### config.mk
export PLATFORM = sky130hd
export DESIGN_NAME = ctrl_monitor_top
export DESIGN_NICKNAME = d
export VERILOG_FILES = /design/src/common/obs_pkg.sv /design/src/common/mon_pkg.sv /design/src/source/pc_seq_check.sv /design/src/source/fencei_check.sv /design/src/bus_err/bus_err_tracker.sv /design/src/bus_err/nmi_retire_check.sv /design/src/source/viol_log.sv /design/src/source/ctrl_monitor_top.sv
export SDC_FILE = /design/constraint.sdc
export NUM_CORES = 1
export LEC_CHECK = 0
export BUFFER_PORTS_ARGS = -buffer_cell sky130_fd_sc_hd__buf_2
export CAP_MARGIN = 25
export CELL_PAD_IN_SITES_DETAIL_PLACEMENT = 1
export CELL_PAD_IN_SITES_GLOBAL_PLACEMENT = 1
export CORE_ASPECT_RATIO = 0.5
export CORE_MARGIN = 3
export CORE_UTILIZATION = 40
export DETAILED_ROUTE_END_ITERATION = 12
export PLACE_DENSITY_LB_ADDON = 0.1
export SETUP_SLACK_MARGIN = 0.02
export SYNTH_ARGS = -nofsm -noshare
export SYNTH_HDL_FRONTEND = slang
export SYNTH_SLANG_ARGS = --single-unit
### constraint.sdc
create_clock -name clk -period 3.6 [get_ports clk]
set_input_delay 0.54 -clock clk [delete_from_list [all_inputs] [get_ports clk]]
set_output_delay 0.54 -clock clk [all_outputs]
set_load 0.02 [all_outputs]
### src/common/obs_pkg.sv
/*
 * Observed side of the controller monitor.
 * Controller observation struct, PC source encoding,
 * data bus request and response samples, bus error record
 * and the outstanding transaction depth.
 */
package obs_pkg;

  // Number of data bus transactions that may be in flight at once
  localparam int unsigned MAX_OUTSTANDING = 2;

  // Width of the outstanding counter, wide enough to hold MAX_OUTSTANDING
  localparam int unsigned OUTST_CNT_W = $clog2(MAX_OUTSTANDING + 1);

  typedef logic [OUTST_CNT_W-1:0] outst_cnt_t;

  // Source of a program counter update
  typedef enum logic [2:0] {
    PC_BOOT     = 3'd0,
    PC_JUMP     = 3'd1,
    PC_BRANCH   = 3'd2,
    PC_MRET     = 3'd3,
    PC_DRET     = 3'd4,
    PC_TRAP_EXC = 3'd5,
    PC_TRAP_NMI = 3'd6
  } pc_mux_e;

  // One cycle of controller observation, 13 bits in total
  typedef struct packed {
    logic    pc_set;
    pc_mux_e pc_mux;
    logic    csr_we_wb;
    logic    fencei_in_wb;
    logic    fencei_req;
    logic    fencei_ack;
    logic    wb_valid;
    logic    irq_ack;
    logic    debug_mode;
    logic    nmi_pending;
    logic    nmi_is_store;
  } ctrl_obs_t;

  // Data bus request sample, we is only meaningful on an accepted cycle
  typedef struct packed {
    logic req;
    logic gnt;
    logic we;
  } obi_req_t;

  // Data bus response sample
  typedef struct packed {
    logic rvalid;
    logic err;
  } obi_resp_t;

  // First bus error as seen by the NMI retire checker
  typedef struct packed {
    logic latched;
    logic is_write;
    logic retire_at_error;
    logic first;
  } bus_err_info_t;

endpackage

### src/common/mon_pkg.sv
/*
 * Reported side of the controller monitor.
 * Violation indices, violation vector and NMI retire limits.
 */
package mon_pkg;

  // Violation indices, also the bit positions in viol_vec_t
  typedef enum logic [3:0] {
    V_BRANCH_B2B         = 4'd0,
    V_JUMP_B2B           = 4'd1,
    V_XRET_CSR           = 4'd2,
    V_FENCEI_NO_INSTR    = 4'd3,
    V_FENCEI_EARLY_CLEAR = 4'd4,
    V_FENCEI_HOLD        = 4'd5,
    V_FENCEI_NO_RETIRE   = 4'd6,
    V_IRQ_OUTSTANDING    = 4'd7,
    V_OBI_OVERFLOW       = 4'd8,
    V_NMI_TYPE           = 4'd9,
    V_NMI_LATE           = 4'd10
  } viol_e;

  localparam int unsigned N_VIOL = 11;

  // One bit per violation index
  typedef logic [N_VIOL-1:0] viol_vec_t;

  // Retirement count at which the bus error NMI is considered late
  // The lower limit applies when an instruction retired with the error
  localparam int unsigned NMI_RETIRE_LIMIT_HIT  = 2;
  localparam int unsigned NMI_RETIRE_LIMIT_MISS = 3;

  localparam int unsigned RETIRE_CNT_W = $clog2(NMI_RETIRE_LIMIT_MISS + 1);

  typedef logic [RETIRE_CNT_W-1:0] retire_cnt_t;

endpackage

### src/source/pc_seq_check.sv
/*
 * Program counter sequencing checker.
 * Flags back to back branches, back to back jumps and
 * an xRET that coincides with a CSR write in writeback.
 */
`timescale 1ns/1ps

module pc_seq_check (
  input  logic               clk,
  input  logic               rst_n,
  input  obs_pkg::ctrl_obs_t obs_i,
  output mon_pkg::viol_vec_t viol_o
);

  logic branch_now;
  logic jump_now;
  logic xret_now;
  logic branch_q;
  logic jump_q;

  // A taken branch redirects the PC from the branch target
  assign branch_now = obs_i.pc_set && (obs_i.pc_mux == obs_pkg::PC_BRANCH);

  // MRET is grouped with jumps since both redirect from the ID stage
  assign jump_now = obs_i.pc_set &&
                    ((obs_i.pc_mux == obs_pkg::PC_JUMP) || (obs_i.pc_mux == obs_pkg::PC_MRET));

  // Both return flavours read CSRs that must not be written at the same time
  assign xret_now = obs_i.pc_set &&
                    ((obs_i.pc_mux == obs_pkg::PC_MRET) || (obs_i.pc_mux == obs_pkg::PC_DRET));

  // History of the previous cycle's PC update
  always_ff @(posedge clk or negedge rst_n) begin
    if (!rst_n) begin
      branch_q <= 1'b0;
      jump_q   <= 1'b0;
    end else begin
      branch_q <= branch_now;
      jump_q   <= jump_now;
    end
  end

  // Pulses only touch this checker's own bits
  always_comb begin
    viol_o                           = '0;
    viol_o[mon_pkg::V_BRANCH_B2B]    = branch_q && branch_now;
    viol_o[mon_pkg::V_JUMP_B2B]      = jump_q && jump_now;
    viol_o[mon_pkg::V_XRET_CSR]      = xret_now && obs_i.csr_we_wb;
  end

endmodule

### src/source/fencei_check.sv
/*
 * Fence flush handshake checker.
 * Watches the flush request against the fence in writeback,
 * the acknowledge and the retirement that ends the fence.
 */
`timescale 1ns/1ps

module fencei_check (
  input  logic               clk,
  input  logic               rst_n,
  input  obs_pkg::ctrl_obs_t obs_i,
  output mon_pkg::viol_vec_t viol_o
);

  logic req_q;
  logic req_ack_q;
  logic req_fell;

  ////////////////////////////////////////////////////////////
  // Handshake history
  ////////////////////////////////////////////////////////////

  // Previous request level and whether the handshake completed last cycle
  always_ff @(posedge clk or negedge rst_n) begin
    if (!rst_n) begin
      req_q     <= 1'b0;
      req_ack_q <= 1'b0;
    end else begin
      req_q     <= obs_i.fencei_req;
      req_ack_q <= obs_i.fencei_req && obs_i.fencei_ack;
    end
  end

  // Falling edge of the request, the end of a flush handshake
  assign req_fell = req_q && !obs_i.fencei_req;

  ////////////////////////////////////////////////////////////
  // Violation pulses
  ////////////////////////////////////////////////////////////

  always_comb begin
    viol_o = '0;

    // A request may only be raised on behalf of a fence in writeback
    viol_o[mon_pkg::V_FENCEI_NO_INSTR] = obs_i.fencei_req && !obs_i.fencei_in_wb;

    // The request has to drop in the cycle right after req and ack met
    viol_o[mon_pkg::V_FENCEI_HOLD] = req_ack_q && obs_i.fencei_req;

    // Since req_fell implies req_q, a missing req_ack_q means no ack last cycle
    viol_o[mon_pkg::V_FENCEI_EARLY_CLEAR] = req_fell && !req_ack_q;

    // The fence retires in the cycle the request drops
    viol_o[mon_pkg::V_FENCEI_NO_RETIRE] = req_fell && !obs_i.wb_valid;
  end

  ////////////////////////////////////////////////////////////
  // Assertions
  ////////////////////////////////////////////////////////////

  // Request history starts cleared, so no falling edge right after reset
  a_no_fell_after_reset :
    assert property (@(posedge clk) $rose(rst_n) |-> !req_fell)
      else $error("fencei_check: falling request seen in first cycle after reset");

endmodule

### src/bus_err/bus_err_tracker.sv
/*
 * Data bus outstanding transaction tracker.
 * Keeps the count and write flags of transactions in flight,
 * latches the first bus error and flags interrupt acknowledge
 * with outstanding transactions and outstanding overflow.
 */
`timescale 1ns/1ps

module bus_err_tracker (
  input  logic                   clk,
  input  logic                   rst_n,
  input  obs_pkg::ctrl_obs_t     obs_i,
  input  obs_pkg::obi_req_t      bus_req_i,
  input  obs_pkg::obi_resp_t     bus_resp_i,
  output obs_pkg::bus_err_info_t err_o,
  output mon_pkg::viol_vec_t     viol_o
);

  obs_pkg::outst_cnt_t                cnt_q;
  logic [obs_pkg::MAX_OUTSTANDING-1:0] wtype_q;
  logic                               accept;
  logic                               resp;
  logic                               at_max;
  logic                               oldest_we;
  logic                               err_first;
  logic                               nmi_taken;
  logic                               latched_q;
  logic                               is_write_q;
  logic                               retire_at_error_q;

  assign accept = bus_req_i.req && bus_req_i.gnt;
  assign resp   = bus_resp_i.rvalid;
  assign at_max = cnt_q == obs_pkg::outst_cnt_t'(obs_pkg::MAX_OUTSTANDING);

  // Index 0 holds the newest transaction, so the oldest sits at count minus one
  assign oldest_we = (cnt_q > obs_pkg::outst_cnt_t'(1)) ? wtype_q[1] : wtype_q[0];

  // Only the first erroneous response is recorded until the NMI is taken
  assign err_first = resp && bus_resp_i.err && !latched_q;
  assign nmi_taken = obs_i.pc_set && (obs_i.pc_mux == obs_pkg::PC_TRAP_NMI);

  ////////////////////////////////////////////////////////////
  // Outstanding count and write flags
  ////////////////////////////////////////////////////////////

  always_ff @(posedge clk or negedge rst_n) begin
    if (!rst_n) begin
      cnt_q   <= '0;
      wtype_q <= '0;
    end else if (accept && !resp) begin
      // New transaction shifts in, count saturates at the bus depth
      if (!at_max) begin
        cnt_q   <= cnt_q + obs_pkg::outst_cnt_t'(1);
        wtype_q <= {wtype_q[obs_pkg::MAX_OUTSTANDING-2:0], bus_req_i.we};
      end
    end else if (!accept && resp) begin
      if (cnt_q != '0) begin
        cnt_q <= cnt_q - obs_pkg::outst_cnt_t'(1);
      end
    end else if (accept && resp) begin
      // Oldest completes while a new one enters, count is unchanged
      if (at_max) begin
        wtype_q <= {wtype_q[obs_pkg::MAX_OUTSTANDING-2:0], bus_req_i.we};
      end else begin
        wtype_q[0] <= bus_req_i.we;
      end
    end
  end

  ////////////////////////////////////////////////////////////
  // First bus error latch
  ////////////////////////////////////////////////////////////

  always_ff @(posedge clk or negedge rst_n) begin
    if (!rst_n) begin
      latched_q         <= 1'b0;
      is_write_q        <= 1'b0;
      retire_at_error_q <= 1'b0;
    end else if (err_first) begin
      latched_q         <= 1'b1;
      is_write_q        <= oldest_we;
      retire_at_error_q <= obs_i.wb_valid;
    end else if (nmi_taken) begin
      latched_q <= 1'b0;
    end
  end

  // The first flag marks the cycle in which the latch is loaded
  assign err_o = '{latched:         latched_q,
                   is_write:        is_write_q,
                   retire_at_error: retire_at_error_q,
                   first:           err_first};

  always_comb begin
    viol_o                              = '0;
    viol_o[mon_pkg::V_IRQ_OUTSTANDING]  = obs_i.irq_ack && (cnt_q != '0);
    viol_o[mon_pkg::V_OBI_OVERFLOW]     = accept && !resp && at_max;
  end

  // Holds across any mix of accepts and responses over time
  a_cnt_bound :
    assert property (@(posedge clk) disable iff (!rst_n)
                     cnt_q <= obs_pkg::outst_cnt_t'(obs_pkg::MAX_OUTSTANDING))
      else $error("bus_err_tracker: outstanding count above bus depth");

endmodule

### src/bus_err/nmi_retire_check.sv
/*
 * Bus error NMI checker.
 * Checks the pending NMI type after a latched bus error and
 * bounds the retirements before the NMI is taken.
 */
`timescale 1ns/1ps

module nmi_retire_check (
  input  logic                   clk,
  input  logic                   rst_n,
  input  obs_pkg::ctrl_obs_t     obs_i,
  input  obs_pkg::bus_err_info_t err_i,
  output mon_pkg::viol_vec_t     viol_o
);

  logic                 first_q;
  logic                 retire;
  logic                 type_ok;
  mon_pkg::retire_cnt_t cnt_q;
  mon_pkg::retire_cnt_t limit;

  // One extra retirement is allowed when none retired together with the error
  assign limit = err_i.retire_at_error ?
                 mon_pkg::retire_cnt_t'(mon_pkg::NMI_RETIRE_LIMIT_HIT) :
                 mon_pkg::retire_cnt_t'(mon_pkg::NMI_RETIRE_LIMIT_MISS);

  // Retirements in debug mode do not count toward the bound
  assign retire = obs_i.wb_valid && !obs_i.debug_mode;

  // The controller must show a pending NMI of the latched access type
  assign type_ok = obs_i.nmi_pending && (obs_i.nmi_is_store == err_i.is_write);

  always_ff @(posedge clk or negedge rst_n) begin
    if (!rst_n) begin
      first_q <= 1'b0;
      cnt_q   <= '0;
    end else begin
      first_q <= err_i.first;
      // Counting starts the cycle after the latch, saturating at the limit
      if (!err_i.latched) begin
        cnt_q <= '0;
      end else if (retire && (cnt_q != limit)) begin
        cnt_q <= cnt_q + mon_pkg::retire_cnt_t'(1);
      end
    end
  end

  always_comb begin
    viol_o                       = '0;
    viol_o[mon_pkg::V_NMI_TYPE]  = first_q && !type_ok;
    viol_o[mon_pkg::V_NMI_LATE]  = err_i.latched && (cnt_q == limit);
  end

endmodule

### src/source/viol_log.sv
/*
 * Violation log.
 * Enable masked sticky violation flags and first violation record.
 */
`timescale 1ns/1ps

module viol_log (
  input  logic               clk,
  input  logic               rst_n,
  input  mon_pkg::viol_vec_t viol_i,
  input  mon_pkg::viol_vec_t en_mask_i,
  input  logic               clear_i,
  output mon_pkg::viol_vec_t viol_flags_o,
  output mon_pkg::viol_e     first_viol_o,
  output logic               first_viol_valid_o
);

  mon_pkg::viol_vec_t masked;
  mon_pkg::viol_e     low_idx;
  logic               record;

  assign masked = viol_i & en_mask_i;

  // Lowest set index wins when several violations hit in one cycle
  always_comb begin
    low_idx = mon_pkg::V_BRANCH_B2B;
    for (int i = mon_pkg::N_VIOL - 1; i >= 0; i--) begin
      if (masked[i]) begin
        low_idx = mon_pkg::viol_e'(i);
      end
    end
  end

  // A clear in the same cycle drops any new violation
  assign record = !clear_i && !first_viol_valid_o && (|masked);

  always_ff @(posedge clk or negedge rst_n) begin
    if (!rst_n) begin
      viol_flags_o       <= '0;
      first_viol_valid_o <= 1'b0;
    end else if (clear_i) begin
      viol_flags_o       <= '0;
      first_viol_valid_o <= 1'b0;
    end else begin
      viol_flags_o <= viol_flags_o | masked;
      if (record) begin
        first_viol_valid_o <= 1'b1;
      end
    end
  end

  // Code is only meaningful while first_viol_valid_o is high
  always_ff @(posedge clk) begin
    if (record) begin
      first_viol_o <= low_idx;
    end
  end

  a_first_stable :
    assert property (@(posedge clk) disable iff (!rst_n)
                     (first_viol_valid_o && $past(first_viol_valid_o)) |-> $stable(first_viol_o))
      else $error("viol_log: first violation code changed while valid");

endmodule

### src/source/ctrl_monitor_top.sv
/*
 * Controller run time monitor top level.
 * Fans the observation out to the checkers and ORs their
 * violation pulses into the violation log.
 */
`timescale 1ns/1ps

module ctrl_monitor_top (
  input  logic               clk,
  input  logic               rst_n,
  input  obs_pkg::ctrl_obs_t obs_i,
  input  obs_pkg::obi_req_t  bus_req_i,
  input  obs_pkg::obi_resp_t bus_resp_i,
  input  mon_pkg::viol_vec_t en_mask_i,
  input  logic               clear_i,
  output mon_pkg::viol_vec_t viol_flags_o,
  output mon_pkg::viol_e     first_viol_o,
  output logic               first_viol_valid_o
);

  mon_pkg::viol_vec_t     viol_pc;
  mon_pkg::viol_vec_t     viol_fencei;
  mon_pkg::viol_vec_t     viol_bus;
  mon_pkg::viol_vec_t     viol_nmi;
  mon_pkg::viol_vec_t     viol_all;
  obs_pkg::bus_err_info_t bus_err;

  ////////////////////////////////////////////////////////////
  // Checkers
  ////////////////////////////////////////////////////////////

  pc_seq_check u_pc_seq_check (
    .clk    (clk),
    .rst_n  (rst_n),
    .obs_i  (obs_i),
    .viol_o (viol_pc)
  );

  fencei_check u_fencei_check (
    .clk    (clk),
    .rst_n  (rst_n),
    .obs_i  (obs_i),
    .viol_o (viol_fencei)
  );

  bus_err_tracker u_bus_err_tracker (
    .clk        (clk),
    .rst_n      (rst_n),
    .obs_i      (obs_i),
    .bus_req_i  (bus_req_i),
    .bus_resp_i (bus_resp_i),
    .err_o      (bus_err),
    .viol_o     (viol_bus)
  );

  // Consumes the bus error record kept by the tracker
  nmi_retire_check u_nmi_retire_check (
    .clk    (clk),
    .rst_n  (rst_n),
    .obs_i  (obs_i),
    .err_i  (bus_err),
    .viol_o (viol_nmi)
  );

  ////////////////////////////////////////////////////////////
  // Log
  ////////////////////////////////////////////////////////////

  // Each checker drives only its own bits, so OR merges without conflict
  assign viol_all = viol_pc | viol_fencei | viol_bus | viol_nmi;

  viol_log u_viol_log (
    .clk                (clk),
    .rst_n              (rst_n),
    .viol_i             (viol_all),
    .en_mask_i          (en_mask_i),
    .clear_i            (clear_i),
    .viol_flags_o       (viol_flags_o),
    .first_viol_o       (first_viol_o),
    .first_viol_valid_o (first_viol_valid_o)
  );

endmodule

==> results of run 1 <==
-- power by group --
part / total [mW] / switching, mW / internal [mW]
Clock: 0.271 / 0.117 / 0.154
Combinational: 0.259 / 0.138 / 0.121
Sequential: 0.459 / 0.0523 / 0.407
-- flip-flops by register name (all words and copies together), names as in the netlist --
name,flops
u_fencei_check.req_q,1
u_viol_log.viol_flags_o,11
u_nmi_retire_check.first_q,1
u_viol_log.first_viol_o,4
u_pc_seq_check.branch_q,1
u_viol_log.first_viol_valid_o,1
u_bus_err_tracker.cnt_q,2
u_bus_err_tracker.wtype_q,2
u_nmi_retire_check.cnt_q,2
u_pc_seq_check.jump_q,1
u_bus_err_tracker.is_write_q,1
u_fencei_check.req_ack_q,1
u_bus_err_tracker.latched_q,1
u_bus_err_tracker.retire_at_error_q,1
-- cell usage in the layout, fill, tap and decap left out, drive strengths merged, types with 2 or more instances in the layout --
master   instances
edfxtp           4
clkbuf           7
dfrtp           26
nand2           10
inv             12
nor2            20
and3b            5
nand4b           2
mux2             3
o21ai            4
and3             2
nor2b            3
nand3            4
mux2i            3
and2             2
o2111ai          2
nor3             2
nand4            2
ha               6
nor3b            3
a21oi            7
nand2b           3
buf             47
xnor2            3
-- how the worst max path moves through the flow --
| stage | end | slack (ps) | cells past startpoint |
|---|---|---|---|
| final | u_viol_log.first_viol_o[2]$_SDFFCE_PP0P_ | 1560 | 8 |
| after global routing | u_viol_log.first_viol_o[2]$_SDFFCE_PP0P_ | 1400 | 8 |
| after CTS | u_viol_log.first_viol_o[1]$_SDFFCE_PP0P_ | 1560 | 8 |
| after detailed placement | u_viol_log.first_viol_o[1]$_SDFFCE_PP0P_ | 1280 | 8 |
| after global placement | u_viol_log.first_viol_o[0]$_SDFFCE_PP0P_ | 1370 | 8 |
| after floorplan | u_viol_log.first_viol_o[0]$_SDFFCE_PP0P_ | 1600 | 7 |
-- per-stage QoR --
step | hold WS (ps) | util | power, mW | cells | setup WS (ps)
detailed placement | 483.5 | 0.5434 | 0.7280 | 233 | 1275
CTS | 286.3 | 0.5714 | 1.006 | 241 | 1560
floorplan | 244.4 | - | 0.6351 | 139 | 1597
global route | 313.7 | 0.5714 | 1.064 | 241 | 1396
finish | 268.6 | 0.5714 | 0.9890 | 241 | 1557
global placement | 476.6 | 0.5434 | 0.7126 | 233 | 1368
-- layer usage --
layer,track usage,share of wire
met3,0.04931,0.072
met4,0.04680,0.010
met2,0.2790,0.45
met1,0.2172,0.47
met5,0,0
-- logic make-up after synthesis --
logic type                 after synthesis
AOI/OAI and AO/OA                       19
muxes                                    6
DFF                                     30
adders and majority gates                6
buffers and inverters                   13
and+or+nand+nor                         62
xor gates and xnor gates                 3
-- area by class of cell --
type / instances / area (µm²) / share of cell area
flip-flops and latches: 30 / 770.7 / 0.4140
inverters: 12 / 45.04 / 0.02419
clock inverters: 1 / 5.005 / 0.002688
repair buffers: 47 / 235.2 / 0.1263
well taps: 48 / 60.06 / 0.03226
clock buffers: 7 / 86.33 / 0.04637
multi-input cells: 96 / 659.4 / 0.3542
-- worst max-delay path: cells and delay by family --
| kind | cells | cell delay (ps) |
|---|---|---|
| AND/OR/NAND/NOR | 3 | 570 |
| buffers and inverters | 2 | 150 |
| AO/OA/AOI/OAI | 1 | 250 |
| adder cells (fa/ha/maj) | 2 | 510 |
==> flow_metrics.env, run 1 <==
export IMPL_synthMuxAreaShare=0.04315
export IMPL_cts_tree="done"
export IMPL_path_class="in2reg"
export IMPL_rrSetupSlack_ps=1670
export IMPL_synth_top_family_by_area="simple AND/OR/NAND/NOR gates"
export IMPL_grt_pass1_vias=1267
export IMPL_yosysWarnings=0
export IMPL_drtIter0Drc=80
export IMPL_slew_viol_final=0
export IMPL_synthTopCellsByCount="26 x dfrtp_1, 20 x nor2_1, 12 x inv_1"
export IMPL_synth_edf_count=4
export IMPL_layout_min_cycle_time_ps=2043
export IMPL_synthAdderAreaFrac=0.05076
export IMPL_tightest_slew_ps=589.1
export IMPL_gp_congestion=0.8007
export IMPL_synth_most_common_cell="dfrtp_1"
export IMPL_core_rowCount=14
export IMPL_required_ps=3580
export IMPL_cts_hold_buf=0
export IMPL_ys_seq_elements=30
export IMPL_synth_nets=177
export IMPL_finalSetupViolations=0
export IMPL_synth_area_top_cells="dfrtp_1 44%, edfxtp_1 8.1%, ha_1 5.1%"
export IMPL_die_area_um2=4507
export IMPL_synth_simple_area_share=0.2445
export IMPL_overflow=0
export IMPL_fillers=393
export IMPL_p_leak_nw=0.9375
export IMPL_setup_tns_ps=0
export IMPL_startpoint_type="input port"
export IMPL_drt_pre_antenna_iters=4
export IMPL_synth_top_area_frac=0.4399
export IMPL_cts_root_buf="clkbuf_8"
export IMPL_stdcell_area_um2=1862
export IMPL_ir_worst_vdd_mv=0.2162
export IMPL_die_w_um=91.99
export IMPL_cp_slowest_cell="nor3b_1"
export IMPL_htree_levels=2
export IMPL_cp_max_fo=6
export IMPL_cp_arrival_ps=2020
export IMPL_r2r_cells=6
export IMPL_startpoint="bus_req_i[2]"
export IMPL_die_h_um=49.00
export IMPL_clk_latency_ps=270
export IMPL_portBuffers=47
export IMPL_detail_route_antenna_nets=0
export IMPL_dpl_hpwl_um=2803
export IMPL_cpPeakStageDelay_ps=370
export IMPL_numCtsBuffers=5
export IMPL_drive_above_1_share=0.3316
export IMPL_cts_setup_buffers=0
export IMPL_ios=48
export IMPL_dpl_instance_area_um2=1770
export IMPL_cts_sinks=30
export IMPL_clk_pin_slew_ps=60
export IMPL_syn_to_final_growth_pct=25.89
export IMPL_max_slew_margin=0.6072
export IMPL_route_detailed_drc=0
export IMPL_antenna_cells=0
export IMPL_power_density_nw_per_um2=531.2
export IMPL_ys_seq_area_frac=0.5212
export IMPL_synth_cell_types=37
export IMPL_avgSynthCellArea_um2=10.64
export IMPL_yosys_area_top_type="dfrtp_1"
export IMPL_grt_pass1_wl_um=5940
export IMPL_synth_xor_area_share=0.01777
export IMPL_rr_startpoint="u_bus_err_tracker.cnt_q[0]$_DFFE_PN0P_"
export IMPL_post_cts_resized=0
export IMPL_r2r_end="u_viol_log.first_viol_o[2]$_SDFFCE_PP0P_"
export IMPL_synth_area_um2=1479
export IMPL_synth_cells=139
export IMPL_grt_max_degree=27
export IMPL_synth_compound_area_frac=0.08968
export IMPL_drv_cap=0
export IMPL_fmax_mhz=489.5
export IMPL_antenna_found_initial=0
export IMPL_async_reset_ff_frac=0.8667
export IMPL_cts_buffer_depth=2
export IMPL_route_vias_total=1226
export IMPL_critPathCaptureType="register"
export IMPL_wire_per_inst_um=14.51
export IMPL_core_um2=3258
export IMPL_start_util=0.4539
export IMPL_nNetsFinal=230
export IMPL_avgViaCountPerCell=5.087
export IMPL_path_cells="buf_2, nand2_1, inv_1, ha_1, ha_1, nand2_1, nor3b_1, a311oi_2"
export IMPL_hold_viol_final=0
export IMPL_hp_class="in2async"
export IMPL_timing_final_crit_share=0.5675
export IMPL_drt_total_wl_um=3497
export IMPL_grtUsageTotal=0.1688
export IMPL_rsz0062_at_grt="false"
export IMPL_ys_flop_type="dfrtp_1"
export IMPL_clock_skew_ps=6.772
export IMPL_status="complete, no violations"
No activity file was read; power rests on OpenSTA's default activity.
==> inputs of run 2 (changes only) <==
CORE_UTILIZATION = 34   (was 40)
clock period = 1.77 ns   (was 3.6 ns; I/O delays follow)
==> flow_metrics.env, run 2 (synthesis gave the netlist of run 1 again) <==
export IMPL_status="finished, violations left"
export IMPL_violations="hold timing"
export IMPL_largest_reg_flops=11
export IMPL_fmax_mhz=578.4
export IMPL_max_slew_margin=0.5909
export IMPL_worstPathBufferInverterCount=2
export IMPL_p_leak_nw=1.055
export IMPL_numCtsBuffers=5
export IMPL_grt_pass1_wl_um=7113
export IMPL_cts_buffer_depth=2
export IMPL_die_w_um=99.27
export IMPL_gp_congestion=0.8331
export IMPL_layout_min_cycle_time_ps=1729
export IMPL_final_cell_mix="47 x buf_2, 26 x dfrtp_1, 20 x nor2_1"
export IMPL_cp_slowest_cell="dfrtp_1"
export IMPL_holdWs_ps=-8.138
export IMPL_power_density_nw_per_um2=1112
export IMPL_startpoint_type="register"
export IMPL_cts_sinks=30
export IMPL_largest_register="u_viol_log.viol_flags_o"
export IMPL_die_h_um=52.64
export IMPL_die_area_um2=5225
export IMPL_ios=48
export IMPL_nNetsFinal=251
export IMPL_layout_commonest_cell="buf_2"
export IMPL_drt_pre_antenna_iters=4
export IMPL_drt_total_wl_um=4335
export IMPL_grtUsageTotal=0.1878
export IMPL_reg_top3="u_viol_log.viol_flags_o: 11 flops, u_viol_log.first_viol_o: 4 flops"
export IMPL_core_um2=4044
export IMPL_drv_cap=0
export IMPL_setup_tns_ps=0
export IMPL_cpMostUsedCell="ha_4"
export IMPL_portBuffers=47
export IMPL_clk_pin_slew_ps=70
export IMPL_grt_max_degree=27
export IMPL_cp_max_fo=4
export IMPL_start_util=0.3657
export IMPL_tightest_slew_ps=613.7
export IMPL_critPathTopFamily="flip-flops"
export IMPL_detail_route_antenna_nets=0
export IMPL_clock_skew_ps=8.723
export IMPL_wire_per_inst_um=16.24
export IMPL_syn_to_final_growth_pct=44.33
export IMPL_drive_above_1_share=0.4601
export IMPL_path_cells="inv_2, ha_4, ha_4, nand2_2, nor3b_4, a311oi_2, buf_4"
export IMPL_drtIter0Drc=36
export IMPL_antenna_cells=0
export IMPL_cts_root_buf="clkbuf_8"
export IMPL_instances_no_fill=267
export IMPL_htree_levels=2
export IMPL_cpPeakStageDelay_ps=390
export IMPL_route_detailed_drc=0
export IMPL_required_ps=1770
export IMPL_finalSetupViolations=0
export IMPL_dpl_hpwl_um=3262
export IMPL_dpl_cell_count=258
export IMPL_grt_pass1_vias=1420
export IMPL_timing_final_crit_share=0.9767
export IMPL_final_util=0.5278
export IMPL_hp_class="in2async"
export IMPL_overflow=0
export IMPL_power_mw=2.373
export IMPL_hold_viol_final=5
export IMPL_core_rowCount=16
export IMPL_antenna_found_initial=0
export IMPL_avgViaCountPerCell=4.880
export IMPL_clk_latency_ps=280
export IMPL_rsz0062_at_grt="true"
export IMPL_ir_worst_vdd_mv=0.5892
export IMPL_slew_viol_final=0
export IMPL_cp_arrival_ps=1730
export IMPL_route_vias_total=1303
export IMPL_cts_tree="done"
export IMPL_critPathCaptureType="register"
export IMPL_path_class="reg2reg"
run 2: changes by cell type in the layout (fill, tap and decap cells not counted), moves of 2 or more:
cell	before	now
buf_4	0	19
ha_1	6	3
ha_4	0	3
inv_1	12	9
inv_2	0	3
nor3b_1	2	0
run 2: area by class of cell:
class / count / area, µm²
multi-input cells: 96 / 755.7
inverters: 12 / 45.04
well taps: 54 / 67.56
fillers: 484 / 1909
flip-flops and latches: 30 / 770.7
repair buffers: 68 / 409.1
clock buffers: 7 / 86.33
run 2: worst paths after layout:
check                                                                end  cells after the start                              startpoint  slack, ps
worst min register to register      u_viol_log.viol_flags_o[5]$_DFF_PN0_                      2    u_viol_log.viol_flags_o[5]$_DFF_PN0_        490
worst min-delay path                u_viol_log.viol_flags_o[0]$_DFF_PN0_                      1                                   rst_n         -8
worst max register to register  u_viol_log.first_viol_o[3]$_SDFFCE_PP0P_                      7  u_bus_err_tracker.cnt_q[0]$_DFFE_PN0P_         40
min in group clk                      u_fencei_check.req_ack_q$_DFF_PN0_                      2                                obs_i[5]        210
max in group asynchronous           u_viol_log.viol_flags_o[7]$_DFF_PN0_                      1                                   rst_n       1370
worst max-delay path            u_viol_log.first_viol_o[3]$_SDFFCE_PP0P_                      7  u_bus_err_tracker.cnt_q[0]$_DFFE_PN0P_         40
run 2: per-layer routing:
layer | GRT usage | wire length (µm)
met4 | 0.08390 | 80
met2 | 0.3322 | 2222
met1 | 0.2158 | 1828
met5 | 0 | 0
met3 | 0.05312 | 204
run 2: per-stage QoR:
stage                     cell area [µm²]  worst slack [ps]
after detailed placement             1921            -237.1
after global routing                 2135            -29.11
after floorplan                      1479             41.69
after global placement               1921            -63.59
after CTS                            2100             29.14
final                                2135             41.18
run 2: report_power, final:
part | leakage [nW] | switching [mW] | internal, mW | total [mW]
Clock | 0.0443 | 0.250 | 0.308 | 0.558
Combinational | 0.634 | 0.410 | 0.466 | 0.876
Sequential | 0.377 | 0.111 | 0.828 | 0.939
Total | 1.06 | 0.771 | 1.60 | 2.37
run 2: timing repair:
action,4_1_cts,5_1_grt
endpoints found under the hold margin,0,0
gates resized for setup,14,6
pin swaps,4,5
setup endpoints to repair,6,5
hold buffers,0,0
buffers inserted,4,0
